## src/design/preDecodePkg.sv

```systemverilog
`default_nettype none

package preDecodePkg;

    localparam int InstWidth = 32;
    localparam int AddrWidth = 32;

    // one fetched instruction and one byte address
    typedef logic [InstWidth-1:0] instWordT;
    typedef logic [AddrWidth-1:0] instAddrT;

    // major opcode and register fields of an instruction word
    typedef logic [5:0] opcodeT;
    typedef logic [4:0] regIdxT;

    // encoding shared with the BTB type field
    typedef enum logic [2:0] {
        TypeNone   = 3'd0,
        TypeReturn = 3'd1,
        TypeCall   = 3'd2,
        TypeDirect = 3'd3,
        TypeBranch = 3'd4
    } branchTypeE;

    // indirect jump, return when rj=1 and rd=0, call when rd=1
    localparam opcodeT OpJumpReg = 6'b010011;

    // unconditional pc-relative jumps
    localparam opcodeT OpDirectLo = 6'b010100;
    localparam opcodeT OpDirectHi = 6'b010101;

    // conditional branches occupy this opcode range
    localparam opcodeT OpBranchLo = 6'b010110;
    localparam opcodeT OpBranchHi = 6'b011011;

    // link register and zero register numbers
    localparam regIdxT RegZero = 5'd0;
    localparam regIdxT RegLink = 5'd1;

endpackage

`default_nettype wire

```

## src/design/slotClassifier.sv

```systemverilog
`timescale 1ns/1ps
`default_nettype none

module slotClassifier (
    input  wire preDecodePkg::instWordT  inst,
    input  wire preDecodePkg::instAddrT  pc,
    output preDecodePkg::branchTypeE     slotType,
    output preDecodePkg::instAddrT       directTarget,
    output preDecodePkg::instAddrT       branchTarget
);

    preDecodePkg::opcodeT opcode;
    preDecodePkg::regIdxT rd;
    preDecodePkg::regIdxT rj;

    assign opcode = inst[31:26];
    assign rd     = inst[4:0];
    assign rj     = inst[9:5];

    always_comb begin
        slotType = preDecodePkg::TypeNone;
        if (opcode == preDecodePkg::OpJumpReg) begin
            if (rj == preDecodePkg::RegLink && rd == preDecodePkg::RegZero) begin
                slotType = preDecodePkg::TypeReturn;
            end else if (rd == preDecodePkg::RegLink) begin
                slotType = preDecodePkg::TypeCall;
            end
        end else if (opcode == preDecodePkg::OpDirectLo ||
                     opcode == preDecodePkg::OpDirectHi) begin
            slotType = preDecodePkg::TypeDirect;
        end else if (opcode >= preDecodePkg::OpBranchLo &&
                     opcode <= preDecodePkg::OpBranchHi) begin
            slotType = preDecodePkg::TypeBranch;
        end
    end

    // 26-bit offset, high part sits in bits 9:0
    assign directTarget = pc + {6'd0, inst[9:0], inst[25:10]};

    // branches only carry the 16-bit field
    assign branchTarget = pc + {16'd0, inst[25:10]};

endmodule

`default_nettype wire

```

## src/design/btbChecker.sv

```systemverilog
`timescale 1ns/1ps
`default_nettype none

module btbChecker #(
    parameter int SlotCount = 8
) (
    input  wire [SlotCount*3-1:0]                        slotTypes,
    input  wire [SlotCount*preDecodePkg::AddrWidth-1:0]  directTargets,
    input  wire [SlotCount*preDecodePkg::AddrWidth-1:0]  branchTargets,
    input  wire [SlotCount*preDecodePkg::AddrWidth-1:0]  fetchPc,
    input  wire [SlotCount-1:0]                          slotValid,
    input  wire                                          btbValid,
    input  wire [2:0]                                    btbType,
    input  wire preDecodePkg::instAddrT                  btbTarget,
    input  wire                                          rasValid,
    input  wire preDecodePkg::instAddrT                  rasTarget,
    input  wire                                          tageValid,
    input  wire                                          tageTaken,
    output logic [$clog2(SlotCount)-1:0]                 endSlot,
    output preDecodePkg::branchTypeE                     endType,
    output logic                                         typeFault,
    output logic                                         targetFault,
    output preDecodePkg::instAddrT                       fixTarget
);

    localparam int IdxWidth = $clog2(SlotCount);
    localparam preDecodePkg::instAddrT BlockBytes = preDecodePkg::instAddrT'(SlotCount * 4);

    preDecodePkg::branchTypeE typeArr   [SlotCount];
    preDecodePkg::instAddrT   pcArr     [SlotCount];
    preDecodePkg::instAddrT   directArr [SlotCount];
    preDecodePkg::instAddrT   branchArr [SlotCount];

    preDecodePkg::instAddrT   endPc;
    preDecodePkg::instAddrT   fallThrough;
    preDecodePkg::instAddrT   correctTarget;
    logic                     checkTarget;
    logic                     found;

    // slot 0 lives in the top slice
    for (genvar i = 0; i < SlotCount; i++) begin : gUnpack
        localparam int Pos = SlotCount - 1 - i;

        assign typeArr[i]   = preDecodePkg::branchTypeE'(slotTypes[Pos*3 +: 3]);
        assign pcArr[i]     = fetchPc[Pos*preDecodePkg::AddrWidth +: preDecodePkg::AddrWidth];
        assign directArr[i] =
            directTargets[Pos*preDecodePkg::AddrWidth +: preDecodePkg::AddrWidth];
        assign branchArr[i] =
            branchTargets[Pos*preDecodePkg::AddrWidth +: preDecodePkg::AddrWidth];
    end

    // first control-flow slot, or the last one before a hole
    always_comb begin
        found   = 1'b0;
        endSlot = IdxWidth'(SlotCount - 1);
        for (int i = 0; i < SlotCount - 1; i++) begin
            if (!found && (typeArr[i] != preDecodePkg::TypeNone ||
                           !slotValid[SlotCount-2-i])) begin
                found   = 1'b1;
                endSlot = IdxWidth'(i);
            end
        end
    end

    assign endType = typeArr[endSlot];
    assign endPc   = pcArr[endSlot];

    // next aligned fetch block
    assign fallThrough = (endPc & ~(BlockBytes - 1)) + BlockBytes;

    always_comb begin
        correctTarget = '0;
        checkTarget   = 1'b0;
        case (endType)
            preDecodePkg::TypeDirect: begin
                correctTarget = directArr[endSlot];
                checkTarget   = 1'b1;
            end
            preDecodePkg::TypeReturn: begin
                correctTarget = rasTarget;
                checkTarget   = rasValid;
            end
            preDecodePkg::TypeBranch: begin
                correctTarget = tageTaken ? branchArr[endSlot] : endPc + 32'd4;
                checkTarget   = tageValid;
            end
            preDecodePkg::TypeNone: begin
                correctTarget = fallThrough;
                checkTarget   = 1'b1;
            end
            // call target is unknown at predecode
            default: begin
                correctTarget = '0;
                checkTarget   = 1'b0;
            end
        endcase
    end

    assign typeFault   = btbValid && (btbType != endType);
    assign targetFault = btbValid && checkTarget && (correctTarget != btbTarget);
    assign fixTarget   = correctTarget;

endmodule

`default_nettype wire

```

## src/design/decodeStageReg.sv

```systemverilog
`timescale 1ns/1ps
`default_nettype none

module decodeStageReg #(
    parameter int SlotCount = 8
) (
    input  wire                                          Clk,
    input  wire                                          rstN,
    input  wire                                          stop,
    input  wire                                          flush,
    input  wire                                          fetchValid,
    input  wire [SlotCount*preDecodePkg::AddrWidth-1:0]  fetchPc,
    input  wire [SlotCount*preDecodePkg::InstWidth-1:0]  fetchData,
    input  wire [SlotCount*3-1:0]                        slotTypes,
    input  wire [$clog2(SlotCount)-1:0]                  endSlot,
    input  wire preDecodePkg::branchTypeE                endType,
    input  wire                                          typeFault,
    input  wire                                          targetFault,
    input  wire preDecodePkg::instAddrT                  fixTarget,
    input  wire preDecodePkg::instAddrT                  btbTarget,
    input  wire                                          tageValid,
    input  wire                                          tageTaken,
    output logic                                         redirectValid,
    output preDecodePkg::instAddrT                       redirectPc,
    output logic                                         btbFixValid,
    output logic                                         btbFixTypeValid,
    output preDecodePkg::branchTypeE                     btbFixType,
    output logic                                         btbFixTargetValid,
    output preDecodePkg::instAddrT                       btbFixTarget,
    output preDecodePkg::instAddrT                       btbFixPc,
    output logic [SlotCount-1:0]                         ibValid,
    output logic [SlotCount-1:0]                         ibTaken,
    output logic [SlotCount*preDecodePkg::AddrWidth-1:0] ibPc,
    output logic [SlotCount*preDecodePkg::AddrWidth-1:0] ibTarget,
    output logic [SlotCount*preDecodePkg::InstWidth-1:0] ibInst
);

    localparam int IdxWidth = $clog2(SlotCount);

    logic [SlotCount-1:0]                         validNext;
    logic [SlotCount-1:0]                         takenNext;
    logic [SlotCount*preDecodePkg::AddrWidth-1:0] targetNext;
    preDecodePkg::instAddrT                       slotTarget;

    // one target for every control-flow slot in the block
    assign slotTarget = targetFault ? fixTarget : btbTarget;

    for (genvar i = 0; i < SlotCount; i++) begin : gSlot
        localparam int Pos = SlotCount - 1 - i;
        logic isFlow;

        assign isFlow          = slotTypes[Pos*3 +: 3] != preDecodePkg::TypeNone;
        assign validNext[Pos]  = endSlot >= IdxWidth'(i);
        assign takenNext[Pos]  = isFlow ? (tageTaken & tageValid) : 1'b1;
        assign targetNext[Pos*preDecodePkg::AddrWidth +: preDecodePkg::AddrWidth] =
            isFlow ? slotTarget : '0;
    end

    always_ff @(posedge Clk or negedge rstN) begin
        if (!rstN) begin
            redirectValid     <= 1'b0;
            redirectPc        <= '0;
            btbFixValid       <= 1'b0;
            btbFixTypeValid   <= 1'b0;
            btbFixType        <= preDecodePkg::TypeNone;
            btbFixTargetValid <= 1'b0;
            btbFixTarget      <= '0;
            btbFixPc          <= '0;
            ibValid           <= '0;
            ibTaken           <= '0;
            ibPc              <= '0;
            ibTarget          <= '0;
            ibInst            <= '0;
        end else if (!stop) begin
            if (flush) begin
                redirectValid     <= 1'b0;
                redirectPc        <= '0;
                btbFixValid       <= 1'b0;
                btbFixTypeValid   <= 1'b0;
                btbFixType        <= preDecodePkg::TypeNone;
                btbFixTargetValid <= 1'b0;
                btbFixTarget      <= '0;
                btbFixPc          <= '0;
                ibValid           <= '0;
                ibTaken           <= '0;
                ibPc              <= '0;
                ibTarget          <= '0;
                ibInst            <= '0;
            end else if (fetchValid) begin
                redirectValid     <= targetFault;
                redirectPc        <= fixTarget;
                btbFixValid       <= typeFault | targetFault;
                btbFixTypeValid   <= typeFault;
                btbFixType        <= endType;
                btbFixTargetValid <= targetFault;
                btbFixTarget      <= fixTarget;
                // BTB entries are indexed by the block start
                btbFixPc          <= fetchPc[(SlotCount-1)*preDecodePkg::AddrWidth +:
                                             preDecodePkg::AddrWidth];
                ibValid           <= validNext;
                ibTaken           <= takenNext;
                ibPc              <= fetchPc;
                ibTarget          <= targetNext;
                ibInst            <= fetchData;
            end
        end
    end

endmodule

`default_nettype wire

```

## src/design/preDecode.sv

```systemverilog
`timescale 1ns/1ps
`default_nettype none

module preDecode #(
    parameter int SlotCount = 8
) (
    input  wire                                          Clk,
    input  wire                                          rstN,
    input  wire                                          stop,
    input  wire                                          flush,
    input  wire                                          fetchValid,
    input  wire [SlotCount*preDecodePkg::AddrWidth-1:0]  fetchPc,
    input  wire [SlotCount*preDecodePkg::InstWidth-1:0]  fetchData,
    input  wire [SlotCount-1:0]                          slotValid,
    input  wire                                          btbValid,
    input  wire [2:0]                                    btbType,
    input  wire preDecodePkg::instAddrT                  btbTarget,
    input  wire                                          rasValid,
    input  wire preDecodePkg::instAddrT                  rasTarget,
    input  wire                                          tageValid,
    input  wire                                          tageTaken,
    output wire                                          redirectValid,
    output preDecodePkg::instAddrT                       redirectPc,
    output wire                                          btbFixValid,
    output wire                                          btbFixTypeValid,
    output preDecodePkg::branchTypeE                     btbFixType,
    output wire                                          btbFixTargetValid,
    output preDecodePkg::instAddrT                       btbFixTarget,
    output preDecodePkg::instAddrT                       btbFixPc,
    output wire [SlotCount-1:0]                          ibValid,
    output wire [SlotCount-1:0]                          ibTaken,
    output wire [SlotCount*preDecodePkg::AddrWidth-1:0]  ibPc,
    output wire [SlotCount*preDecodePkg::AddrWidth-1:0]  ibTarget,
    output wire [SlotCount*preDecodePkg::InstWidth-1:0]  ibInst
);

    wire [SlotCount*3-1:0]                        slotTypes;
    wire [SlotCount*preDecodePkg::AddrWidth-1:0]  directTargets;
    wire [SlotCount*preDecodePkg::AddrWidth-1:0]  branchTargets;
    wire [$clog2(SlotCount)-1:0]                  endSlot;
    wire preDecodePkg::branchTypeE                endType;
    wire                                          typeFault;
    wire                                          targetFault;
    wire preDecodePkg::instAddrT                  fixTarget;

    // one classifier per slot, slot 0 in the top slice
    for (genvar i = 0; i < SlotCount; i++) begin : gClassify
        localparam int Pos = SlotCount - 1 - i;

        slotClassifier i_slotClassifier (
            .inst         (fetchData[Pos*preDecodePkg::InstWidth +: preDecodePkg::InstWidth]),
            .pc           (fetchPc[Pos*preDecodePkg::AddrWidth +: preDecodePkg::AddrWidth]),
            .slotType     (slotTypes[Pos*3 +: 3]),
            .directTarget (directTargets[Pos*preDecodePkg::AddrWidth +: preDecodePkg::AddrWidth]),
            .branchTarget (branchTargets[Pos*preDecodePkg::AddrWidth +: preDecodePkg::AddrWidth])
        );
    end

    btbChecker #(
        .SlotCount (SlotCount)
    ) i_btbChecker (
        .slotTypes     (slotTypes),
        .directTargets (directTargets),
        .branchTargets (branchTargets),
        .fetchPc       (fetchPc),
        .slotValid     (slotValid),
        .btbValid      (btbValid),
        .btbType       (btbType),
        .btbTarget     (btbTarget),
        .rasValid      (rasValid),
        .rasTarget     (rasTarget),
        .tageValid     (tageValid),
        .tageTaken     (tageTaken),
        .endSlot       (endSlot),
        .endType       (endType),
        .typeFault     (typeFault),
        .targetFault   (targetFault),
        .fixTarget     (fixTarget)
    );

    decodeStageReg #(
        .SlotCount (SlotCount)
    ) i_decodeStageReg (
        .Clk               (Clk),
        .rstN              (rstN),
        .stop              (stop),
        .flush             (flush),
        .fetchValid        (fetchValid),
        .fetchPc           (fetchPc),
        .fetchData         (fetchData),
        .slotTypes         (slotTypes),
        .endSlot           (endSlot),
        .endType           (endType),
        .typeFault         (typeFault),
        .targetFault       (targetFault),
        .fixTarget         (fixTarget),
        .btbTarget         (btbTarget),
        .tageValid         (tageValid),
        .tageTaken         (tageTaken),
        .redirectValid     (redirectValid),
        .redirectPc        (redirectPc),
        .btbFixValid       (btbFixValid),
        .btbFixTypeValid   (btbFixTypeValid),
        .btbFixType        (btbFixType),
        .btbFixTargetValid (btbFixTargetValid),
        .btbFixTarget      (btbFixTarget),
        .btbFixPc          (btbFixPc),
        .ibValid           (ibValid),
        .ibTaken           (ibTaken),
        .ibPc              (ibPc),
        .ibTarget          (ibTarget),
        .ibInst            (ibInst)
    );

endmodule

`default_nettype wire

```

## config.mk

```make
export PLATFORM = sky130hd
export DESIGN_NAME = preDecode
export DESIGN_NICKNAME = d
export VERILOG_FILES = /design/src/design/preDecodePkg.sv /design/src/design/slotClassifier.sv /design/src/design/btbChecker.sv /design/src/design/decodeStageReg.sv /design/src/design/preDecode.sv
export SDC_FILE = /design/constraint.sdc
export NUM_CORES = 2
export LEC_CHECK = 0
export CORE_AREA = 2 2 581 583
export CTS_CLUSTER_DIAMETER = 80
export DETAILED_ROUTE_END_ITERATION = 8
export DIE_AREA = 0 0 583 585
export DONT_BUFFER_PORTS = 1
export GPL_TIMING_DRIVEN = 0
export PLACE_DENSITY_LB_ADDON = 0.12
export SKIP_CTS_REPAIR_TIMING = 1
export SYNTH_ARGS = -nofsm -noshare
export SYNTH_HDL_FRONTEND = slang
export SYNTH_SLANG_ARGS = --single-unit
```

## constraint.sdc

```tcl
create_clock -name Clk -period 1.9 [get_ports Clk]
set_input_delay 0.095 -clock Clk [delete_from_list [all_inputs] [get_ports Clk]]
set_output_delay 0.095 -clock Clk [all_outputs]
set_load 0.03 [all_outputs]
```

=== Word level (Yosys, flattened, before mapping) ===
Index checks and enable logic that the tools add are counted.

* Register bits after elaboration: 854
* Output and inout port bits: 887

* $add $sub $neg: 18
* $lt $le $gt $ge: 25
* Eq/ne operators: 45
* Multiplexer cells: 107
* Bitwise operators: 4
* Reductions and logical operators: 73

{| class="wikitable"
|+ Operators by type and width
! kind !! number
|-
| $mux W256 || 6
|-
| $mux W32 || 20
|-
| $bmux W32 S3 || 3
|-
| $add A32 B16 Y32 || 8
|-
| $add A32 B26 Y32 || 8
|-
| $eq A6 B5 Y1 const B || 24
|-
| $mux W3 || 43
|-
| $pmux W32 S4 || 1
|-
| $eq A5 B1 Y1 const B || 16
|-
| $ge A6 B5 Y1 const B || 8
|-
| $le A6 B5 Y1 const B || 8
|-
| $logic_not A5 Y1 || 8
|-
| $add A32 B3 Y32 const B || 1
|-
| $add A32 B6 Y32 const B || 1
|-
| $mux W8 || 4
|-
| $ne A32 B32 Y1 || 1
|-
| $logic_and A1 B1 Y1 || 25
|-
| $reduce_bool A3 Y1 || 8
|-
| $mux W1 || 20
|-
| $mux W2 || 8
|-
| $logic_or A1 B1 Y1 || 15
|-
| $logic_not A1 Y1 || 13
|-
| $ge A3 B3 Y1 const B || 4
|-
| $bmux W3 S3 || 1
|-
| 16 further kinds || 18
|}

=== Depth between registers and ports, before layout ===
* Depth in word-level cells: 39
* Mapped depth: 26
* Mapped depth without buffers: 21

=== Modules after synthesis ===
Synthesis repeated with hierarchy kept, for this count alone.

* Cells, all modules: 7490
* Area, all modules: 62327.3 um2

{| class="wikitable"
|+ Modules (own cells, without submodules)
! module !! instances !! cells each !! area each (um2) !! seq. area each (um2)
|-
| decodeStageReg || 1 || 3161 || 34231.6 || 20569.7
|-
| btbChecker || 1 || 1798 || 10597.7 || 0.0
|-
| slotClassifier at gClassify[2].i_slotClassifier ... || 4 || 327 || 2229.6 || 0.0
|-
| slotClassifier at gClassify[6].i_slotClassifier || 1 || 324 || 2243.4 || 0.0
|-
| slotClassifier at gClassify[0].i_slotClassifier || 1 || 307 || 2219.6 || 0.0
|-
| slotClassifier at gClassify[1].i_slotClassifier || 1 || 308 || 2119.5 || 0.0
|-
| slotClassifier at gClassify[7].i_slotClassifier || 1 || 284 || 1996.9 || 0.0
|}

=== Least setup slack after synthesis ===
OpenSTA, ideal clock, no wires.

* Path kind: in2reg
* Start point: input port fetchData[36] (netlist bit)
* End point: register i_decodeStageReg.ibTarget[114] (netlist bit)
* Setup time: 137 ps
* Arrival time: 5985 ps
* Path slack: -4223 ps
* Cell stages on the path: 22
* Cells stage by stage: or4_1 nor4_4 a31oi_1 o311ai_1 nor2_2 buf_2 mux2i_1 a211oi_2 ha_1 o221ai_1 a211oi_1 nand3_4 nor4_4 mux2_2 a41oi_1 o211ai_1 xor2_1 nor4_1 nand4b_4 buf_4 a21oi_2 o31ai_1

* Cells in the longest elaborated chain, start to end: 21
* Elaborated cells between the ends (all ways): 41

{| class="wikitable"
|+ RTL lines
! what !! RTL line !! source
|-
| start: declaration || preDecode.sv:13 || <nowiki>input wire [SlotCount*preDecodePkg::InstWidth-1:0] fetchData,</nowiki>
|-
| $eq A5 B1 Y1 / $logic_not A5 Y1 (equally long branches) || slotClassifier.sv:25, slotClassifier.sv:23 ||
|-
| $mux W2 / $logic_and A1 B1 Y1 (equally long branches) || slotClassifier.sv:25, slotClassifier.sv:23 ||
|-
| $mux W3 || slotClassifier.sv:23 || <nowiki>if (rj == preDecodePkg::RegLink && rd == preDecodePkg::RegZero) begin</nowiki>
|-
| $mux W3 || slotClassifier.sv:22 || <nowiki>if (opcode == preDecodePkg::OpJumpReg) begin</nowiki>
|-
| $reduce_bool A3 Y1 || btbChecker.sv:57 || <nowiki>if (!found && (typeArr[i] != preDecodePkg::TypeNone ||</nowiki>
|-
| $logic_or A1 B1 Y1 || btbChecker.sv:57 ||
|-
| $logic_and A1 B1 Y1 || btbChecker.sv:57 ||
|-
| $mux W3 || btbChecker.sv:57 ||
|-
| (+5 left out) || -- ||
|-
| $mux W32 / $reduce_or A2 Y1 (equally long branches) || -- ||
|-
| $pmux W32 S4 / $pmux W1 S3 (equally long branches) || btbChecker.sv:74 || <nowiki>case (endType)</nowiki>
|-
| $ne A32 B32 Y1 / $logic_and A1 B1 Y1 (equally long branches) || btbChecker.sv:100 || <nowiki>assign targetFault = btbValid && checkTarget && (correctTarget != btbTarget);</nowiki>
|-
| $logic_and A1 B1 Y1 || btbChecker.sv:100 ||
|-
| $mux W32 * || decodeStageReg.sv:46 || <nowiki>assign slotTarget = targetFault ? fixTarget : btbTarget;</nowiki>
|-
| $mux W32 * || decodeStageReg.sv:56 || <nowiki>isFlow ? slotTarget : '0;</nowiki>
|-
| $mux W256 * || decodeStageReg.sv:89 || <nowiki>end else if (fetchValid) begin</nowiki>
|-
| $mux W256 * || decodeStageReg.sv:75 || <nowiki>if (flush) begin</nowiki>
|-
| end signal: assignment || decodeStageReg.sv:103 || <nowiki>ibTarget <= targetNext;</nowiki>
|-
| end: declaration || decodeStageReg.sv:34 || <nowiki>output logic [SlotCount*preDecodePkg::AddrWidth-1:0] ibTarget,</nowiki>
|}

Every way passes the cells marked *; elsewhere a longest branch is shown, timed or not. The select of a mux whose other input is x is not followed.
A chain may end at the register's enable or synchronous reset.

=== Worst setup path after layout ===
* Start point: input port fetchData[36] (netlist bit)
* End point: register i_decodeStageReg.ibTarget[178] (netlist bit)

The elaborated chain is that of the path after synthesis.

==> results.yml <==
status:
  outcome: "finished, violations left"
  violations: "hold timing, capacitance limit, slew limit, setup timing"
grt:
  antenna_found_initial: 201
  grt_max_degree: 823
  grt-ovfl-total: 0
  grt_pass1_vias: 53989
  grt_pass1_wl_um: 618000
  grt_use_total_pct: 27.9
timing:
  slew_viol_final: 11
  fin_ws_ns: -4.63
  fmax_mhz: 153
  setup_viol: 884
  skew_ns: 0
  holdWs_ns: -1.13
  finalHoldViolations: 500
  slew-limit-headroom_pct: -2.67
  min_period_ns: 6.53
  finalCritPeriodShare_pct: 344
  rsz0062_at_grt: "true"
  worstMarginPinSlew_ns: 1.53
  final.setup.tns_ns: -2037.27
drt:
  drtPass1Iterations: 5
  detail-route-antenna-nets: 0
  vias_per_cell: 5.00
  wl_um: 516000
  dr.first_iter.drc_count: 5538
  drc_errors: 0
  route.vias.total: 61098
  post_drt_wl_per_cell_um: 42.3
power:
  power_mw: 65.7
  power_leakage_nw: 30.4
  ir_worst_vdd_v: 0.000713
  power.density_nw_per_um2: 854
floorplan:
  die_h_um: 585
  rows: 213
  fp.coreArea_um2: 335000
  start_util_pct: 16.4
  dieArea_um2: 341000
  die_w_um: 583
  ios: 1483
worst_setup_path:
  crit_family: "compound AO/OA/AOI/OAI gates"
  cp-end-kind: "flop"
  reg2reg_from: "i_decodeStageReg.redirectPc[26]$_DFFE_PN0P_"
  worstSetupPathType: "in -> reg"
  arrival_ns: 7.30
  r2r_slack_ns: 0.60
  required_ns: 2.67
  rr_endpoint: "i_decodeStageReg.redirectPc[26]$_DFFE_PN0P_"
  path_buf_inv: 7
  crit_chain: "or4_4 -> nor4_4 -> a31oi_4 -> o31a_1 -> buf_6 -> o311ai_4 -> clkbuf_4 -> clkbuf_4 -> clkbuf_4 -> buf_4 -> a31oi_1 -> o211ai_1 -> nand3_1 -> nand3_4 -> xor2_1 -> nor4_4 -> nand4b_4 -> buf_12 -> buf_12 -> a21oi_4 -> o31ai_1"
  cp_slowest_cell: "o211ai_1"
  crit_path_max_incr_delay_ns: 0.70
  reg2regPathDepth: 1
  critPathMaxFanout: 10
  worstSetupStartpointType: "input pin"
  crit_top_cell: "clkbuf_4"
synth:
  synthSimpleGateAreaFrac_pct: 21.6
  post_synth_mux_area_share_pct: 1.02
  syn-cell-area_um2: 55000
  synth_top_family_by_area: "compound AO/OA/AOI/OAI gates"
  yosysTopAreaCellShare_pct: 37.4
  synthAdderAreaFrac_pct: 5.07
  yosys_warnings: 0
  synthArstFlopShare_pct: 100
  synth_top_area_cell: "dfrtp_1"
  syn_inst: 6506
  yosys.cell_types.count: 101
  synth_compound_area_share_pct: 24.8
  synth_xor_area_share_pct: 5.83
  postSynthAreaPerCell_um2: 8.45
  yosys_most_used_dff: "dfrtp_1"
  ys_seq_area_share_pct: 37.4
  synth_seq_cells: 822
  ys_top_cells_by_area: "dfrtp_1 37%, nand2_1 7.3%, o21ai_0 6.7%, nand2b_1 5.8%, ha_1 4.8%"
  synth_edf_count: 0
  synthesis.nets: 7320
cells_and_area:
  seq_area_um2: 20600
  fillers: 37117
  drive_gt1_share_pct: 10.2
  layoutNonFillerInstCount: 12209
  fin_util_pct: 22.9
  area.growth.synth_to_final_pct: 39.9
  multiInputGateArea_um2: 33800
  final_nets: 8407
cts:
  htreeDepth: 3
  cts_tree: "done"
  clockRootBuffer: "clkbuf_16"
  cts_buffer_depth: 4
  clock_latency_ns: 0.92
  cts_inserted_buffers: 122
  cts.sinks: 822
  clk_pin_slew_ns: 0.06
place:
  dp.cells: 10931
  dp_hpwl_um: 421000
  port_buffers: 0
  gp_congestion: 1.02
run:
  maxCapViolCount: 1
hold_path:
  hold_path_class: "in -> async"
placed cells by master, fill, tap and decap left out, types with 28 or more instances in the layout:
master,netlist,final
buf_4,71,116
a31oi_1,47,43
and2_1,39,39
o21a_1,37,36
clkbuf_1,349,301
o22ai_1,46,39
a21oi_1,293,283
a221oi_1,45,38
o21ai_0,741,717
clkbuf_16,0,126
and3_1,53,52
dfrtp_1,822,822
xnor2_1,206,204
o31ai_2,0,60
nor2b_1,31,30
nor4_1,34,28
nand2b_1,508,508
a21o_1,102,101
dlygate4sd3_1,0,856
clkbuf_2,0,64
o211ai_1,66,66
mux2i_1,55,50
a22o_1,46,46
o31ai_1,248,176
diode_2,0,114
xor2_1,160,160
nand2_1,1075,1074
buf_12,0,48
nand3_1,135,126
o21ai_1,7,28
a211oi_1,95,75
nor3_1,67,62
ha_1,210,209
nand4_1,73,73
o21bai_1,37,36
inv_1,83,82
nor2_1,261,257
worst max path at each step:
stage                     slack (ns)                                         end  cells past startpoint           start
after floorplan                -3.42  i_decodeStageReg.ibTarget[109]$_DFFE_PN0P_                     23   fetchData[36]
after detailed placement       -8.38   i_decodeStageReg.ibTarget[80]$_DFFE_PN0P_                     19  fetchData[159]
final                          -4.63  i_decodeStageReg.ibTarget[178]$_DFFE_PN0P_                     21   fetchData[36]
after CTS                      -7.42   i_decodeStageReg.ibTarget[80]$_DFFE_PN0P_                     19  fetchData[159]
after global routing           -4.44   i_decodeStageReg.ibTarget[40]$_DFFE_PN0P_                     27   fetchData[36]
after global placement         -9.08  i_decodeStageReg.ibTarget[249]$_DFFE_PN0P_                     19  fetchData[254]
Yosys cell counts, types with 55 or more instances:
cell type,n
o31ai_1,248
nand2_1,1075
nand2b_1,508
nand3_1,135
xor2_1,160
mux2i_1,55
clkbuf_1,349
nor2_1,261
o211ai_1,66
a211oi_1,95
inv_1,83
ha_1,210
buf_4,71
xnor2_1,206
nand4_1,73
o21ai_0,741
a21o_1,102
a21oi_1,293
nor3_1,67
dfrtp_1,822
layer usage:
metal,wire length (um),track usage [%],vias up,share of wire (%)
li1,-,-,25704,-
met1,196000,32.2,31119,38
met2,242000,47.3,3354,47
met3,48800,9.49,873,9.4
met4,29300,10.8,48,5.7
met5,315,0,-,0.061
logic make-up (layout without fill, tap and decap cells):
group           count (synthesis)  after routing
flops                         822            822
simple gates                 2417           2417
buf+inv                       545           1727
compound gates               2082           2082
fa+ha+maj                     218            218
mux                            56             56
other cells                     0            114
xor+xnor                      366            366
state kept, by name, summed over array words and instances (netlist names), 3 cells and up:
signal                       flops
i_decodeStageReg.ibTarget      256
i_decodeStageReg.ibInst        256
i_decodeStageReg.ibValid         8
i_decodeStageReg.redirectPc     32
i_decodeStageReg.ibTaken         8
i_decodeStageReg.btbFixType      3
i_decodeStageReg.ibPc          256
through the flow:
step | setup slack [ns] | area [um2]
2_1_floorplan | -3.42 | 55300
3_3_place_gp | -9.08 | 60800
3_5_place_dp | -8.38 | 61200
4_1_cts | -7.42 | 65200
5_1_grt | -4.44 | 76800
6_report | -4.63 | 76900
area by class of cell:
class / instances / area share [%]
Antenna cell: 114 / 0.371
Buffer: 462 / 2.98
Clock buffer: 174 / 4.56
Clock inverter: 45 / 0.625
Inverter: 83 / 0.405
Multi-Input combinational cell: 5139 / 43.9
Sequential cell: 822 / 26.7
Tap cell: 4407 / 7.17
Timing Repair Buffer: 963 / 13.2
power by group:
group          switching [mW]  internal [mW]
clock network            9.68           13.6
logic                    12.6           6.03
registers                4.99           18.8
total                    27.2           38.5
(Power assumes the default switching activity.)
